`config.mk`:
```
export PLATFORM = sky130hd
export DESIGN_NAME = video_core_top
export DESIGN_NICKNAME = d
export VERILOG_FILES = /design/src/logic/video_core_pkg.sv /design/src/logic/video_core_top.sv /design/src/logic/video_blanker.sv /design/src/logic/video_timing_gen.sv /design/src/logic/pll_reconfig_seq.sv /design/src/logic/bridge_regs.sv
export VERILOG_INCLUDE_DIRS = /design/src /design/src/logic
export SDC_FILE = /design/constraint.sdc
export NUM_CORES = 1
export LEC_CHECK = 0
export BUFFER_PORTS_ARGS = -buffer_cell sky130_fd_sc_hd__buf_2
export CELL_PAD_IN_SITES_DETAIL_PLACEMENT = 0
export CELL_PAD_IN_SITES_GLOBAL_PLACEMENT = 1
export CORE_MARGIN = 8
export CORE_UTILIZATION = 39
export CTS_BUF_LIST = sky130_fd_sc_hd__clkbuf_16
export CTS_CLUSTER_SIZE = 25
export DETAILED_ROUTE_END_ITERATION = 7
export PLACE_DENSITY_LB_ADDON = 0.15
export SKIP_LAST_GASP = 1
export SLEW_MARGIN = 20
export SYNTH_ARGS = -nofsm -noshare
export SYNTH_HDL_FRONTEND = slang
export SYNTH_HIERARCHICAL = 1
export SYNTH_SLANG_ARGS = --single-unit
```
`constraint.sdc`:
```
create_clock -name clk_74a -period 2.9 [get_ports clk_74a]
set_clock_uncertainty 0.2 [all_clocks]
set_input_delay 0.145 -clock clk_74a [delete_from_list [all_inputs] [get_ports clk_74a]]
set_output_delay 0.145 -clock clk_74a [all_outputs]
set_load 0.01 [all_outputs]
```
`src/logic/video_core_defines.svh`:
```
/*
  raster, bridge map and PLL reconfiguration constants
  PLL tables list nine address/data writes in issue order, index 0 first
  the 50 Hz mode has no table of its own and reuses the 55 Hz one
*/
`ifndef VIDEO_CORE_DEFINES_SVH
`define VIDEO_CORE_DEFINES_SVH

////////////////////////////////////////
// raster geometry, in clk_74a cycles

`define VID_H_TOTAL  400  // cycles per line
`define VID_H_ACTIVE 320
`define VID_H_BPORCH 10
`define VID_V_TOTAL  512  // lines per frame
`define VID_V_ACTIVE 240
`define VID_V_BPORCH 10
`define VID_HS_POS   3    // hs a little after vs, never on the same cycle

////////////////////////////////////////
// bridge register map

`define ADDR_VIDEO_MODE 32'hF100_0000
`define ADDR_FILL_COLOR 32'hF300_0000
`define ADDR_STATUS     32'hFA00_0000  // bit 0 busy

////////////////////////////////////////
// PLL reconfiguration

`define PLL_PARAM_COUNT 9
`define RECONFIG_DELAY  255  // settle cycles before the first write

// waitrequest mode, M, N, four C counters, bandwidth, start
`define PLL_55HZ_ADDR '{6'h0, 6'h4, 6'h3, 6'h5, 6'h5, 6'h5, 6'h5, 6'h8, 6'h2}
`define PLL_55HZ_DATA '{32'h0, 32'h4040, 32'h20605, 32'h20504, 32'h60E0D, \
                        32'h83636, 32'hC3636, 32'h3, 32'h0}

`define PLL_57HZ_ADDR '{6'h0, 6'h4, 6'h3, 6'h5, 6'h5, 6'h5, 6'h5, 6'h8, 6'h2}
`define PLL_57HZ_DATA '{32'h0, 32'h26F6E, 32'h20605, 32'h20807, 32'h61716, \
                        32'h85A5A, 32'hC5A5A, 32'h2, 32'h0}

`define PLL_60HZ_ADDR '{6'h0, 6'h4, 6'h3, 6'h5, 6'h5, 6'h5, 6'h5, 6'h8, 6'h2}
`define PLL_60HZ_DATA '{32'h0, 32'h24746, 32'h505, 32'h505, 32'h40F0F, \
                        32'h83C3C, 32'hC3C3C, 32'h3, 32'h0}

`endif
```
`src/logic/video_core_pkg.sv`:
```
/*
  types shared by the video core blocks
  everything runs on clk_74a, no second clock domain
*/
package video_core_pkg;

  ////////////////////////////////////////
  // enums

  // refresh modes as written to the mode register
  typedef enum logic [1:0] {
    video_50hz = 2'd0,  // reuses the 55 Hz PLL table
    video_55hz = 2'd1,  // reset default
    video_57hz = 2'd2,
    video_60hz = 2'd3
  } video_mode_e;

  // reconfiguration sequencer states
  typedef enum logic [1:0] {
    seq_idle   = 2'd0,  // watching for a mode change
    seq_settle = 2'd1,  // paused, waiting out the delay
    seq_write  = 2'd2,  // streaming the table
    seq_relock = 2'd3   // last write done, waiting for lock
  } seq_state_e;

  ////////////////////////////////////////
  // packed structs

  typedef struct packed {
    logic [7:0] red;
    logic [7:0] green;
    logic [7:0] blue;
  } rgb_t;

  // host bridge, synchronous to clk_74a
  typedef struct packed {
    logic [31:0] addr;
    logic        rd;
    logic        wr;       // one write per cycle held high
    logic [31:0] wr_data;
  } bridge_bus_t;

  // PLL management write port, waitrequest travels separately
  typedef struct packed {
    logic        write;
    logic [5:0]  address;
    logic [31:0] data;
  } pll_mgmt_t;

  typedef struct packed {
    logic de;
    logic hs;
    logic vs;
  } raster_t;

endpackage

```
`src/logic/video_core_top.sv`:
```
/*
  video core top level, all on clk_74a
  the PLL management port is exposed as-is, the PLL itself sits outside
  video outputs lag the raster counters by two cycles
*/
module video_core_top (
  input  logic                        clk_74a,
  input  logic                        reset_n,
  input  video_core_pkg::bridge_bus_t bridge,
  output logic [31:0]                 bridge_rd_data,
  output video_core_pkg::pll_mgmt_t   pll_mgmt,
  input  logic                        pll_waitrequest,
  input  logic                        pll_locked,
  output video_core_pkg::rgb_t        video_rgb,
  output logic                        video_de,
  output logic                        video_hs,
  output logic                        video_vs
);

  video_core_pkg::video_mode_e video_mode;
  video_core_pkg::rgb_t        fill_color;
  video_core_pkg::raster_t     raster;
  logic                        reconfig_pause;

  ////////////////////////////////////////
  // host side and PLL retune

  bridge_regs u_bridge_regs (
    .clk_74a        (clk_74a),
    .reset_n        (reset_n),
    .bridge         (bridge),
    .reconfig_pause (reconfig_pause),   // reads back as busy
    .bridge_rd_data (bridge_rd_data),
    .video_mode     (video_mode),
    .fill_color     (fill_color)
  );

  pll_reconfig_seq u_pll_reconfig_seq (
    .clk_74a         (clk_74a),
    .reset_n         (reset_n),
    .video_mode      (video_mode),
    .pll_waitrequest (pll_waitrequest),
    .pll_locked      (pll_locked),
    .pll_mgmt        (pll_mgmt),
    .reconfig_pause  (reconfig_pause)
  );

  ////////////////////////////////////////
  // video path

  video_timing_gen u_video_timing_gen (
    .clk_74a (clk_74a),
    .reset_n (reset_n),
    .raster  (raster)
  );

  video_blanker u_video_blanker (
    .clk_74a        (clk_74a),
    .reset_n        (reset_n),
    .raster         (raster),
    .fill_color     (fill_color),
    .reconfig_pause (reconfig_pause),
    .video_rgb      (video_rgb),
    .video_de       (video_de),
    .video_hs       (video_hs),
    .video_vs       (video_vs)
  );

endmodule

```
`src/logic/video_blanker.sv`:
```
/*
  final video register stage, one cycle behind raster
  de and colour forced off while the PLL is being retuned
  rgb is zero outside de
*/
module video_blanker (
  input  logic                    clk_74a,
  input  logic                    reset_n,
  input  video_core_pkg::raster_t raster,
  input  video_core_pkg::rgb_t    fill_color,
  input  logic                    reconfig_pause,
  output video_core_pkg::rgb_t    video_rgb,
  output logic                    video_de,
  output logic                    video_hs,
  output logic                    video_vs
);

  logic de_gated;

  assign de_gated = raster.de && !reconfig_pause;  // no picture during retune

  always_ff @(posedge clk_74a or negedge reset_n) begin
    if (!reset_n) begin
      video_rgb <= '0;
      video_de  <= 1'b0;
      video_hs  <= 1'b0;
      video_vs  <= 1'b0;
    end else begin
      video_hs  <= raster.hs;  // syncs keep running while paused
      video_vs  <= raster.vs;
      video_de  <= de_gated;
      video_rgb <= de_gated ? fill_color : '0;  // inactive areas black
    end
  end

endmodule

```
`src/logic/video_timing_gen.sv`:
```
/*
  free running 400 x 512 raster, 320 x 240 active window
  outputs are registered, one cycle behind the counters
*/
`include "video_core_defines.svh"

module video_timing_gen (
  input  logic                    clk_74a,
  input  logic                    reset_n,
  output video_core_pkg::raster_t raster
);

  localparam int x_w = $clog2(`VID_H_TOTAL);
  localparam int y_w = $clog2(`VID_V_TOTAL);

  logic [x_w-1:0] x_count;
  logic [y_w-1:0] y_count;
  logic           h_active;
  logic           v_active;

  // active window starts after the back porch
  assign h_active = (x_count >= x_w'(`VID_H_BPORCH)) &&
                    (x_count <  x_w'(`VID_H_BPORCH + `VID_H_ACTIVE));
  assign v_active = (y_count >= y_w'(`VID_V_BPORCH)) &&
                    (y_count <  y_w'(`VID_V_BPORCH + `VID_V_ACTIVE));

  ////////////////////////////////////////
  // x and y counters

  always_ff @(posedge clk_74a or negedge reset_n) begin
    if (!reset_n) begin
      x_count <= '0;
      y_count <= '0;
    end else if (x_count == x_w'(`VID_H_TOTAL - 1)) begin
      x_count <= '0;  // end of line
      if (y_count == y_w'(`VID_V_TOTAL - 1)) begin
        y_count <= '0;  // end of frame
      end else begin
        y_count <= y_count + 1'b1;
      end
    end else begin
      x_count <= x_count + 1'b1;
    end
  end

  ////////////////////////////////////////
  // sync and de

  always_ff @(posedge clk_74a or negedge reset_n) begin
    if (!reset_n) begin
      raster <= '0;
    end else begin
      raster.vs <= (x_count == '0) && (y_count == '0);  // new frame
      raster.hs <= (x_count == x_w'(`VID_HS_POS));      // new line
      raster.de <= h_active && v_active;
    end
  end

  a_x_in_range: assert property (@(posedge clk_74a) disable iff (!reset_n)
    x_count < x_w'(`VID_H_TOTAL));

endmodule

```
`src/logic/pll_reconfig_seq.sv`:
```
/*
  retunes the PLL when the selected mode changes
  pauses video, waits RECONFIG_DELAY cycles, then issues nine table writes
  writes go out only while locked is high and waitrequest is low
  a mode change mid sequence is taken once the current one finishes
*/
`include "video_core_defines.svh"

module pll_reconfig_seq (
  input  logic                        clk_74a,
  input  logic                        reset_n,
  input  video_core_pkg::video_mode_e video_mode,
  input  logic                        pll_waitrequest,
  input  logic                        pll_locked,
  output video_core_pkg::pll_mgmt_t   pll_mgmt,
  output logic                        reconfig_pause
);

  localparam int idx_w = $clog2(`PLL_PARAM_COUNT);
  localparam int cnt_w = $clog2(`RECONFIG_DELAY + 1);

  localparam logic [5:0]  pll_55hz_addr [`PLL_PARAM_COUNT] = `PLL_55HZ_ADDR;
  localparam logic [31:0] pll_55hz_data [`PLL_PARAM_COUNT] = `PLL_55HZ_DATA;
  localparam logic [5:0]  pll_57hz_addr [`PLL_PARAM_COUNT] = `PLL_57HZ_ADDR;
  localparam logic [31:0] pll_57hz_data [`PLL_PARAM_COUNT] = `PLL_57HZ_DATA;
  localparam logic [5:0]  pll_60hz_addr [`PLL_PARAM_COUNT] = `PLL_60HZ_ADDR;
  localparam logic [31:0] pll_60hz_data [`PLL_PARAM_COUNT] = `PLL_60HZ_DATA;

  video_core_pkg::seq_state_e  state;
  video_core_pkg::video_mode_e mode_lat;    // mode the PLL is tuned for
  logic [cnt_w-1:0]            settle_cnt;
  logic [idx_w-1:0]            param_idx;   // next table entry
  logic                        pll_ready;
  logic [5:0]                  tbl_addr;
  logic [31:0]                 tbl_data;

  assign pll_ready = pll_locked && !pll_waitrequest;

  ////////////////////////////////////////
  // table lookup for the latched mode

  always_comb begin
    case (mode_lat)
      video_core_pkg::video_57hz: begin
        tbl_addr = pll_57hz_addr[param_idx];
        tbl_data = pll_57hz_data[param_idx];
      end
      video_core_pkg::video_60hz: begin
        tbl_addr = pll_60hz_addr[param_idx];
        tbl_data = pll_60hz_data[param_idx];
      end
      default: begin  // 50 and 55 Hz share a table
        tbl_addr = pll_55hz_addr[param_idx];
        tbl_data = pll_55hz_data[param_idx];
      end
    endcase
  end

  // write is combinational so it never overlaps a waitrequest cycle
  always_comb begin
    pll_mgmt.write   = (state == video_core_pkg::seq_write) && pll_ready;
    pll_mgmt.address = tbl_addr;
    pll_mgmt.data    = tbl_data;
  end

  ////////////////////////////////////////
  // sequencer FSM

  always_ff @(posedge clk_74a or negedge reset_n) begin
    if (!reset_n) begin
      state          <= video_core_pkg::seq_idle;
      mode_lat       <= video_core_pkg::video_55hz;
      settle_cnt     <= '0;
      param_idx      <= '0;
      reconfig_pause <= 1'b0;
    end else begin
      case (state)
        video_core_pkg::seq_idle: begin
          if (video_mode != mode_lat) begin  // new timing requested
            mode_lat       <= video_mode;
            reconfig_pause <= 1'b1;
            settle_cnt     <= '0;
            param_idx      <= '0;
            state          <= video_core_pkg::seq_settle;
          end
        end
        video_core_pkg::seq_settle: begin
          if (settle_cnt == cnt_w'(`RECONFIG_DELAY - 1)) begin
            state <= video_core_pkg::seq_write;
          end else begin
            settle_cnt <= settle_cnt + 1'b1;
          end
        end
        video_core_pkg::seq_write: begin
          if (pll_ready) begin  // this cycle's entry is transferred
            if (param_idx == idx_w'(`PLL_PARAM_COUNT - 1)) begin
              param_idx <= '0;
              state     <= video_core_pkg::seq_relock;
            end else begin
              param_idx <= param_idx + 1'b1;
            end
          end
        end
        video_core_pkg::seq_relock: begin
          if (pll_ready) begin  // unpause once locked again
            reconfig_pause <= 1'b0;
            state          <= video_core_pkg::seq_idle;
          end
        end
        default: begin
          state <= video_core_pkg::seq_idle;
        end
      endcase
    end
  end

  ////////////////////////////////////////
  // checks

  a_idx_in_range: assert property (@(posedge clk_74a) disable iff (!reset_n)
    param_idx < idx_w'(`PLL_PARAM_COUNT));

  a_pause_while_busy: assert property (@(posedge clk_74a) disable iff (!reset_n)
    (state != video_core_pkg::seq_idle) |-> reconfig_pause);

endmodule

```
`src/logic/bridge_regs.sv`:
```
/*
  host visible mode and fill colour registers, plus the status word
  read data is combinational from addr, unmapped addresses read zero
  mode writes keep wr_data[1:0] only
*/
`include "video_core_defines.svh"

module bridge_regs (
  input  logic                        clk_74a,
  input  logic                        reset_n,
  input  video_core_pkg::bridge_bus_t bridge,
  input  logic                        reconfig_pause,
  output logic [31:0]                 bridge_rd_data,
  output video_core_pkg::video_mode_e video_mode,
  output video_core_pkg::rgb_t        fill_color
);

  ////////////////////////////////////////
  // write side

  // mode default matches the sequencer's latched mode, so no retune at reset
  always_ff @(posedge clk_74a or negedge reset_n) begin
    if (!reset_n) begin
      video_mode       <= video_core_pkg::video_55hz;
      fill_color.red   <= 8'd60;  // flat grey
      fill_color.green <= 8'd60;
      fill_color.blue  <= 8'd60;
    end else if (bridge.wr) begin
      case (bridge.addr)
        `ADDR_VIDEO_MODE: begin
          video_mode <= video_core_pkg::video_mode_e'(bridge.wr_data[1:0]);
        end
        `ADDR_FILL_COLOR: begin
          fill_color <= bridge.wr_data[23:0];  // r in 23:16, b in 7:0
        end
        default: begin
          // status and unmapped addresses ignore writes
        end
      endcase
    end
  end

  ////////////////////////////////////////
  // read side

  always_comb begin
    case (bridge.addr)
      `ADDR_VIDEO_MODE: begin
        bridge_rd_data = {30'd0, video_mode};
      end
      `ADDR_FILL_COLOR: begin
        bridge_rd_data = {8'd0, fill_color};
      end
      `ADDR_STATUS: begin
        bridge_rd_data = {31'd0, reconfig_pause};  // busy while retuning
      end
      default: begin
        bridge_rd_data = 32'd0;
      end
    endcase
  end

endmodule

```
== Yosys cells after proc, flatten, opt, wreduce, memory -nomap -nowiden ==
Memories as Yosys holds them, arrays and structs flattened.
Cells that the tools add are included.

* Bits in latches: 0
* RAM bits: 0
* Memories: 4
* ROM bits: 1632
* Register bits: 91

{| class="wikitable"
|+ Memories
! name !! words !! bits a word !! rd ports !! clocked after Yosys merged registers in !! write ports !! RTL line !! RTL
|-
| (name not given) || 16 || 32 || 1 || 0 || 0 || pll_reconfig_seq.sv:54 || <nowiki>tbl_data = pll_55hz_data[param_idx];</nowiki>
|-
| (name not given) || 16 || 32 || 1 || 0 || 0 || pll_reconfig_seq.sv:46 || <nowiki>tbl_data = pll_57hz_data[param_idx];</nowiki>
|-
| (name not given) || 16 || 32 || 1 || 0 || 0 || pll_reconfig_seq.sv:50 || <nowiki>tbl_data = pll_60hz_data[param_idx];</nowiki>
|-
| (name not given) || 16 || 6 || 1 || 0 || 0 || pll_reconfig_seq.sv:45 || <nowiki>tbl_addr = pll_57hz_addr[param_idx];</nowiki>
|}

* Bitwise gates (word level): 1
* Reductions and logical operators: 22
* Add/sub/neg operators: 4
* Shift-type cells: 0
* Equal/unequal tests: 20
* $mul: 0
* Magnitude comparators: 5
* Div/mod/pow operators: 0
* Multiplexer cells: 29

{| class="wikitable"
|+ Operator list
! cell !! count
|-
| 32-bit two-way mux || 6
|-
| 32-bit equality test (second input constant) || 3
|-
| 24-bit case mux with 3 select lines || 1
|-
| 32-bit case mux with 2 select lines || 1
|-
| 24-bit two-way mux || 1
|-
| 9-bit by 1-bit adder with 9-bit output (second input constant) || 2
|-
| 9-bit equality test (second input constant) || 2
|-
| 9-bit by 4-bit >= comparator with 1-bit output (second input constant) || 2
|-
| 9-bit logical NOT || 2
|-
| 9-bit two-way mux || 2
|-
| 8-bit two-way mux || 2
|-
| 8-bit case mux with 2 select lines || 1
|-
| 4-bit two-way mux || 3
|-
| 6-bit two-way mux || 2
|-
| 2-bit two-way mux || 5
|-
| 9-bit by 2-bit equality test with 1-bit output (second input constant) || 1
|-
| 9-bit by 8-bit less-than comparator with 1-bit output (second input constant) || 1
|-
| 9-bit less-than comparator (second input constant) || 1
|-
| 3-bit AND reduction || 3
|-
| 8-bit by 1-bit adder with 8-bit output (second input constant) || 1
|-
| 2-bit equality test (second input constant) || 4
|-
| 8-bit equality test (second input constant) || 1
|-
| 2-bit by 1-bit inequality test with 1-bit output (second input constant) || 4
|-
| 2-bit case mux with 4 select lines || 1
|-
| other kinds (16) || 29
|}

== Longest topological paths before layout ==
* Depth after elaboration: 5
* Gate-level depth with buffers: 8

== Cells and area by module ==
The synthesis kept the hierarchy.

{| class="wikitable"
|+ Modules (own cells, without submodules)
! module !! cells an instance !! area an instance (um2) !! instances
|-
| pll_reconfig_seq || 215 || 1729.2 || 1
|-
| bridge_regs || 113 || 1362.6 || 1
|-
| video_timing_gen || 121 || 1171.1 || 1
|-
| video_blanker || 56 || 924.6 || 1
|}

== Worst setup path after synthesis ==
OpenSTA, ideal clock, no wires.

* Kind: reg-to-reg
* Start: register u_video_timing_gen.y_count[1]
* End: register u_video_timing_gen.y_count[5]
* Data required time: 2.605 ns
* Library setup time: 0.095 ns
* Cell stages (with the launch flop): 8
* Path slack: 0.842 ns
* Path buffers: 1
* Data arrival time: 1.763 ns
* Cells stage by stage: dfrtp_1 -> ha_1 -> and3_1 -> and3_1 -> ha_1 -> clkbuf_1 -> nand2b_2 -> o31ai_1

* Word-level cells in the longest chain between the ends: 2

{| class="wikitable"
|+ Ends and longest elaborated chain
! item !! RTL line !! RTL
|-
| start: declaration || video_timing_gen.sv:17 || <nowiki>logic [y_w-1:0] y_count;</nowiki>
|-
| start signal: assignment || video_timing_gen.sv:39 || <nowiki>y_count <= y_count + 1'b1;</nowiki>
|-
| 9-bit by 1-bit adder with 9-bit output / 9-bit equality test (equally long branches) || video_timing_gen.sv:39, video_timing_gen.sv:36 ||
|-
| 9-bit two-way mux (*) || video_timing_gen.sv:36 || <nowiki>if (y_count == y_w'(`VID_V_TOTAL - 1)) begin</nowiki>
|}

Mark *: on every way between the ends. The rest lies on a longest branch, timed or not.
A chain may end at the register's enable or synchronous reset.

==> metrics.cfg <==
[outcome]
outcome = complete, no violations

[pwr]
clkPwrFrac_pct = 43.9
switching_power_w = 0.000570
p_leak_nw = 3.33
p_seq_share_pct = 51.1
ir_drop_uv = 249
power_frac_comb_pct = 5.0
swShare_pct = 22.9
powerDensity_mw_per_mm2 = 388
p_int_w = 0.00191

[setup_path]
reg2reg_depth = 6
arrival_ns = 2.26
r2r-start = u_video_timing_gen/y_count[1]
cp-endpoint = pll_mgmt[9]
crit_fanout = 10
cp_num_cells = 6
worst_path_max_delay_cell = dfrtp_1
critPathKind = reg -> out
cp_common_cell = inv_1
start_kind = flop
crit_family = flip-flops
crit_buf_inv = 3
reg2reg_to = u_video_timing_gen/y_count[6]
path_cells = inv_1 -> ha_1 -> inv_1 -> o21ai_0 -> a311o_1 -> buf_2
worst_path_largest_cell_delay_ns = 0.55
required_ns = 2.56
worst_setup_path_end_kind = output pin
crit_path_start = u_pll_reconfig_seq/param_idx[0]
r2r_slack_ns = 0.65

[sta]
min_period_ns = 2.61
grt_setup_unrepaired = false
slew_viol_final = 0
worstMarginPinSlew_ns = 0.793
finalSetupViolCount = 0
finalHoldViolations = 0
max_freq_ghz = 0.383
relSlewSlack_pct = 47.1
setup_tns_ns = 0
fin_crit_sh_pct = 90.0

[finish]
fillers = 1229
nNetsFinal = 743
final_common_cell = buf_2
num_antenna_cells = 0
multiInputGateArea_mm2 = 0.00255
syn_to_final_growth_pct = 23.3
postLayoutCoreUtil_pct = 48.7
seqCellArea_mm2 = 0.00229
final_cell_mix = 132 x buf_2, 77 x dfrtp_1, 29 x nand2_1
postLayoutCellArea_mm2 = 0.00640
drive_gt1_share_pct = 31.8

[run]
max_cap_violations = 0

[floorplan]
pin_count = 168
core_area_mm2 = 0.0131
rows = 42
initial_core_util_pct = 39.5
die-height_um = 131
die_area_mm2 = 0.0172
die_w_um = 131

[route]
wl_per_cell_um = 15.7
top_layer_used = met4
wl_met2_mm = 6.33
via_per_inst = 5.02
routed_wl_mm = 13.1
via_count = 4171
wl_met1_mm = 5.84
route.met3.wl_um = 734
first_pass_iters = 4
ant_nets = 0
drt-initial-drc-count = 313
drc = 0

[cts]
clockBufferDepth = 2
cts_sinks = 91
postCtsSetupBuffers = 0
clk_latency_ns = 0.34
numCtsBuffers = 9
clockRootBuffer = clkbuf_16
cts_hold_buf = 26
cts_tree = yes
cts-htree-levels = 3
post_cts_resized = 0
clkTransAtPathRegs_ns = 0.07

[grt]
grt_overflow = 0
antenna_found_initial = 0
first_global_vias = 4330
grt_max_degree = 50
grt_use_total_pct = 15.3
grt_pass1_wl_mm = 22.2

[logic_synthesis]
synthSimpleGateAreaFrac_pct = 22.8
synth_seq_cells = 91
synth.yosys.seq_area_share_pct = 44.2
synthesis.area_mm2 = 0.00519
synth.distinct_cells = 67
synth_top_family_by_area = simple AND/OR/NAND/NOR gates
synthMuxAreaShare_pct = 7.48
yosysWarnings = 6
synth-xor-area-share_pct = 1.33
synth_edf_count = 0
avgSynthCellArea_um2 = 10.3
synth_flop_cell = dfrtp_1
async_flop_share_pct = 100
netlist_instances = 505
synth_compound_area_share_pct = 10.4
synthAdderAreaFrac_pct = 5.31

[hold_path]
min_path_type = in -> reg

[placed_design]
place.gp.congestion = 0.774
io_buffers = 133
placed_area_mm2 = 0.00586
hpwl_mm = 9.42

[cell families after synthesis]
group | Yosys count
other cells | 2
fa+ha+maj | 22
simple gates | 192
xor+xnor | 7
compound gates | 83
flops | 91
buf+inv | 73
mux | 35
[layer usage]
metal,vias up,GRT usage [%]
met5,-,0
met1,2005,19.0
met2,123,25.6
li1,2033,-
met3,10,4.65
met4,0,3.64
[synthesized netlist by cell type (11+ instances only)]
master	n	area, um^2
and3b_1	26	228
dfrtp_1	77	1930
nand2_1	29	109
ha_1	22	275
a21oi_1	17	85.1
and3_1	11	68.8
inv_1	22	82.6
mux2_2	28	315
buf_4	28	210
o31ai_1	11	82.6
nand3_1	20	100
o21ai_0	13	65.1
and2_1	23	144
nor2_1	25	93.8
dfstp_2	14	368
[final cells by class]
type                    instances  share of cell area [%]
flip-flops and latches         91                    35.9
well taps                     176                    3.44
clock inverters                 6                   0.763
inverters                      22                    1.29
clock buffers                   9                    3.52
repair buffers                163                    15.2
multi-input cells             364                    39.9
[per-stage QoR]
stage          power [W]  setup slack [ns]  std cells  hold WS (ns)
2_1_floorplan    0.00134             0.842        528        -0.351
3_3_place_gp     0.00139             0.695        790       -0.0162
3_5_place_dp     0.00139             0.620        790      -0.00573
4_1_cts          0.00252             0.284        831       0.00915
5_1_grt          0.00258             0.147        831        0.0494
6_report         0.00248             0.291        831        0.0208
[worst reg2reg max path, stage by stage (launching register included)]
cell,delay [ns]
dfrtp_1,0.45
ha_1,0.26
and3_1,0.23
and3_1,0.18
ha_1,0.28
nand2b_2,0.30
o31ai_1,0.27
[registers in the layout (all words and copies together), names as in the netlist]
signal,count
u_bridge_regs/video_mode,2
u_bridge_regs/fill_color,24
u_pll_reconfig_seq/param_idx,4
u_video_blanker/video_de,1
u_pll_reconfig_seq/settle_cnt,8
u_pll_reconfig_seq/state,2
u_video_timing_gen/x_count,9
u_video_timing_gen/y_count,9
u_video_timing_gen/raster,3
u_video_blanker/video_rgb,24
u_pll_reconfig_seq/mode_lat,2
u_pll_reconfig_seq/reconfig_pause,1
u_video_blanker/video_vs,1
u_video_blanker/video_hs,1
[worst min-delay path by stage]
| stage | start | end | slack (ns) | depth (start not counted) |
|---|---|---|---|---|
| finish | pll_waitrequest | u_pll_reconfig_seq/reconfig_pause | 0.02 | 4 |
| global route | pll_waitrequest | u_pll_reconfig_seq/reconfig_pause | 0.05 | 4 |
| CTS | pll_waitrequest | u_pll_reconfig_seq/reconfig_pause | 0.009 | 4 |
| detailed placement | reset_n | u_video_timing_gen/y_count[2] | -0.006 | 1 |
| global placement | reset_n | u_video_timing_gen/y_count[2] | -0.02 | 1 |
| floorplan | reset_n | u_bridge_regs/fill_color[0] | -0.35 | 0 |
[power by group through the flow]
stage	combinational [W]	clock [W]	sequential (W)
after floorplan	0.0000466	0	0.00129
after detailed placement	0.0000960	0	0.00129
after global placement	0.0000944	0	0.00129
after global routing	0.000138	0.00118	0.00127
after CTS	0.000124	0.00113	0.00127
final	0.000123	0.00109	0.00127
(Power assumes the default switching activity.)
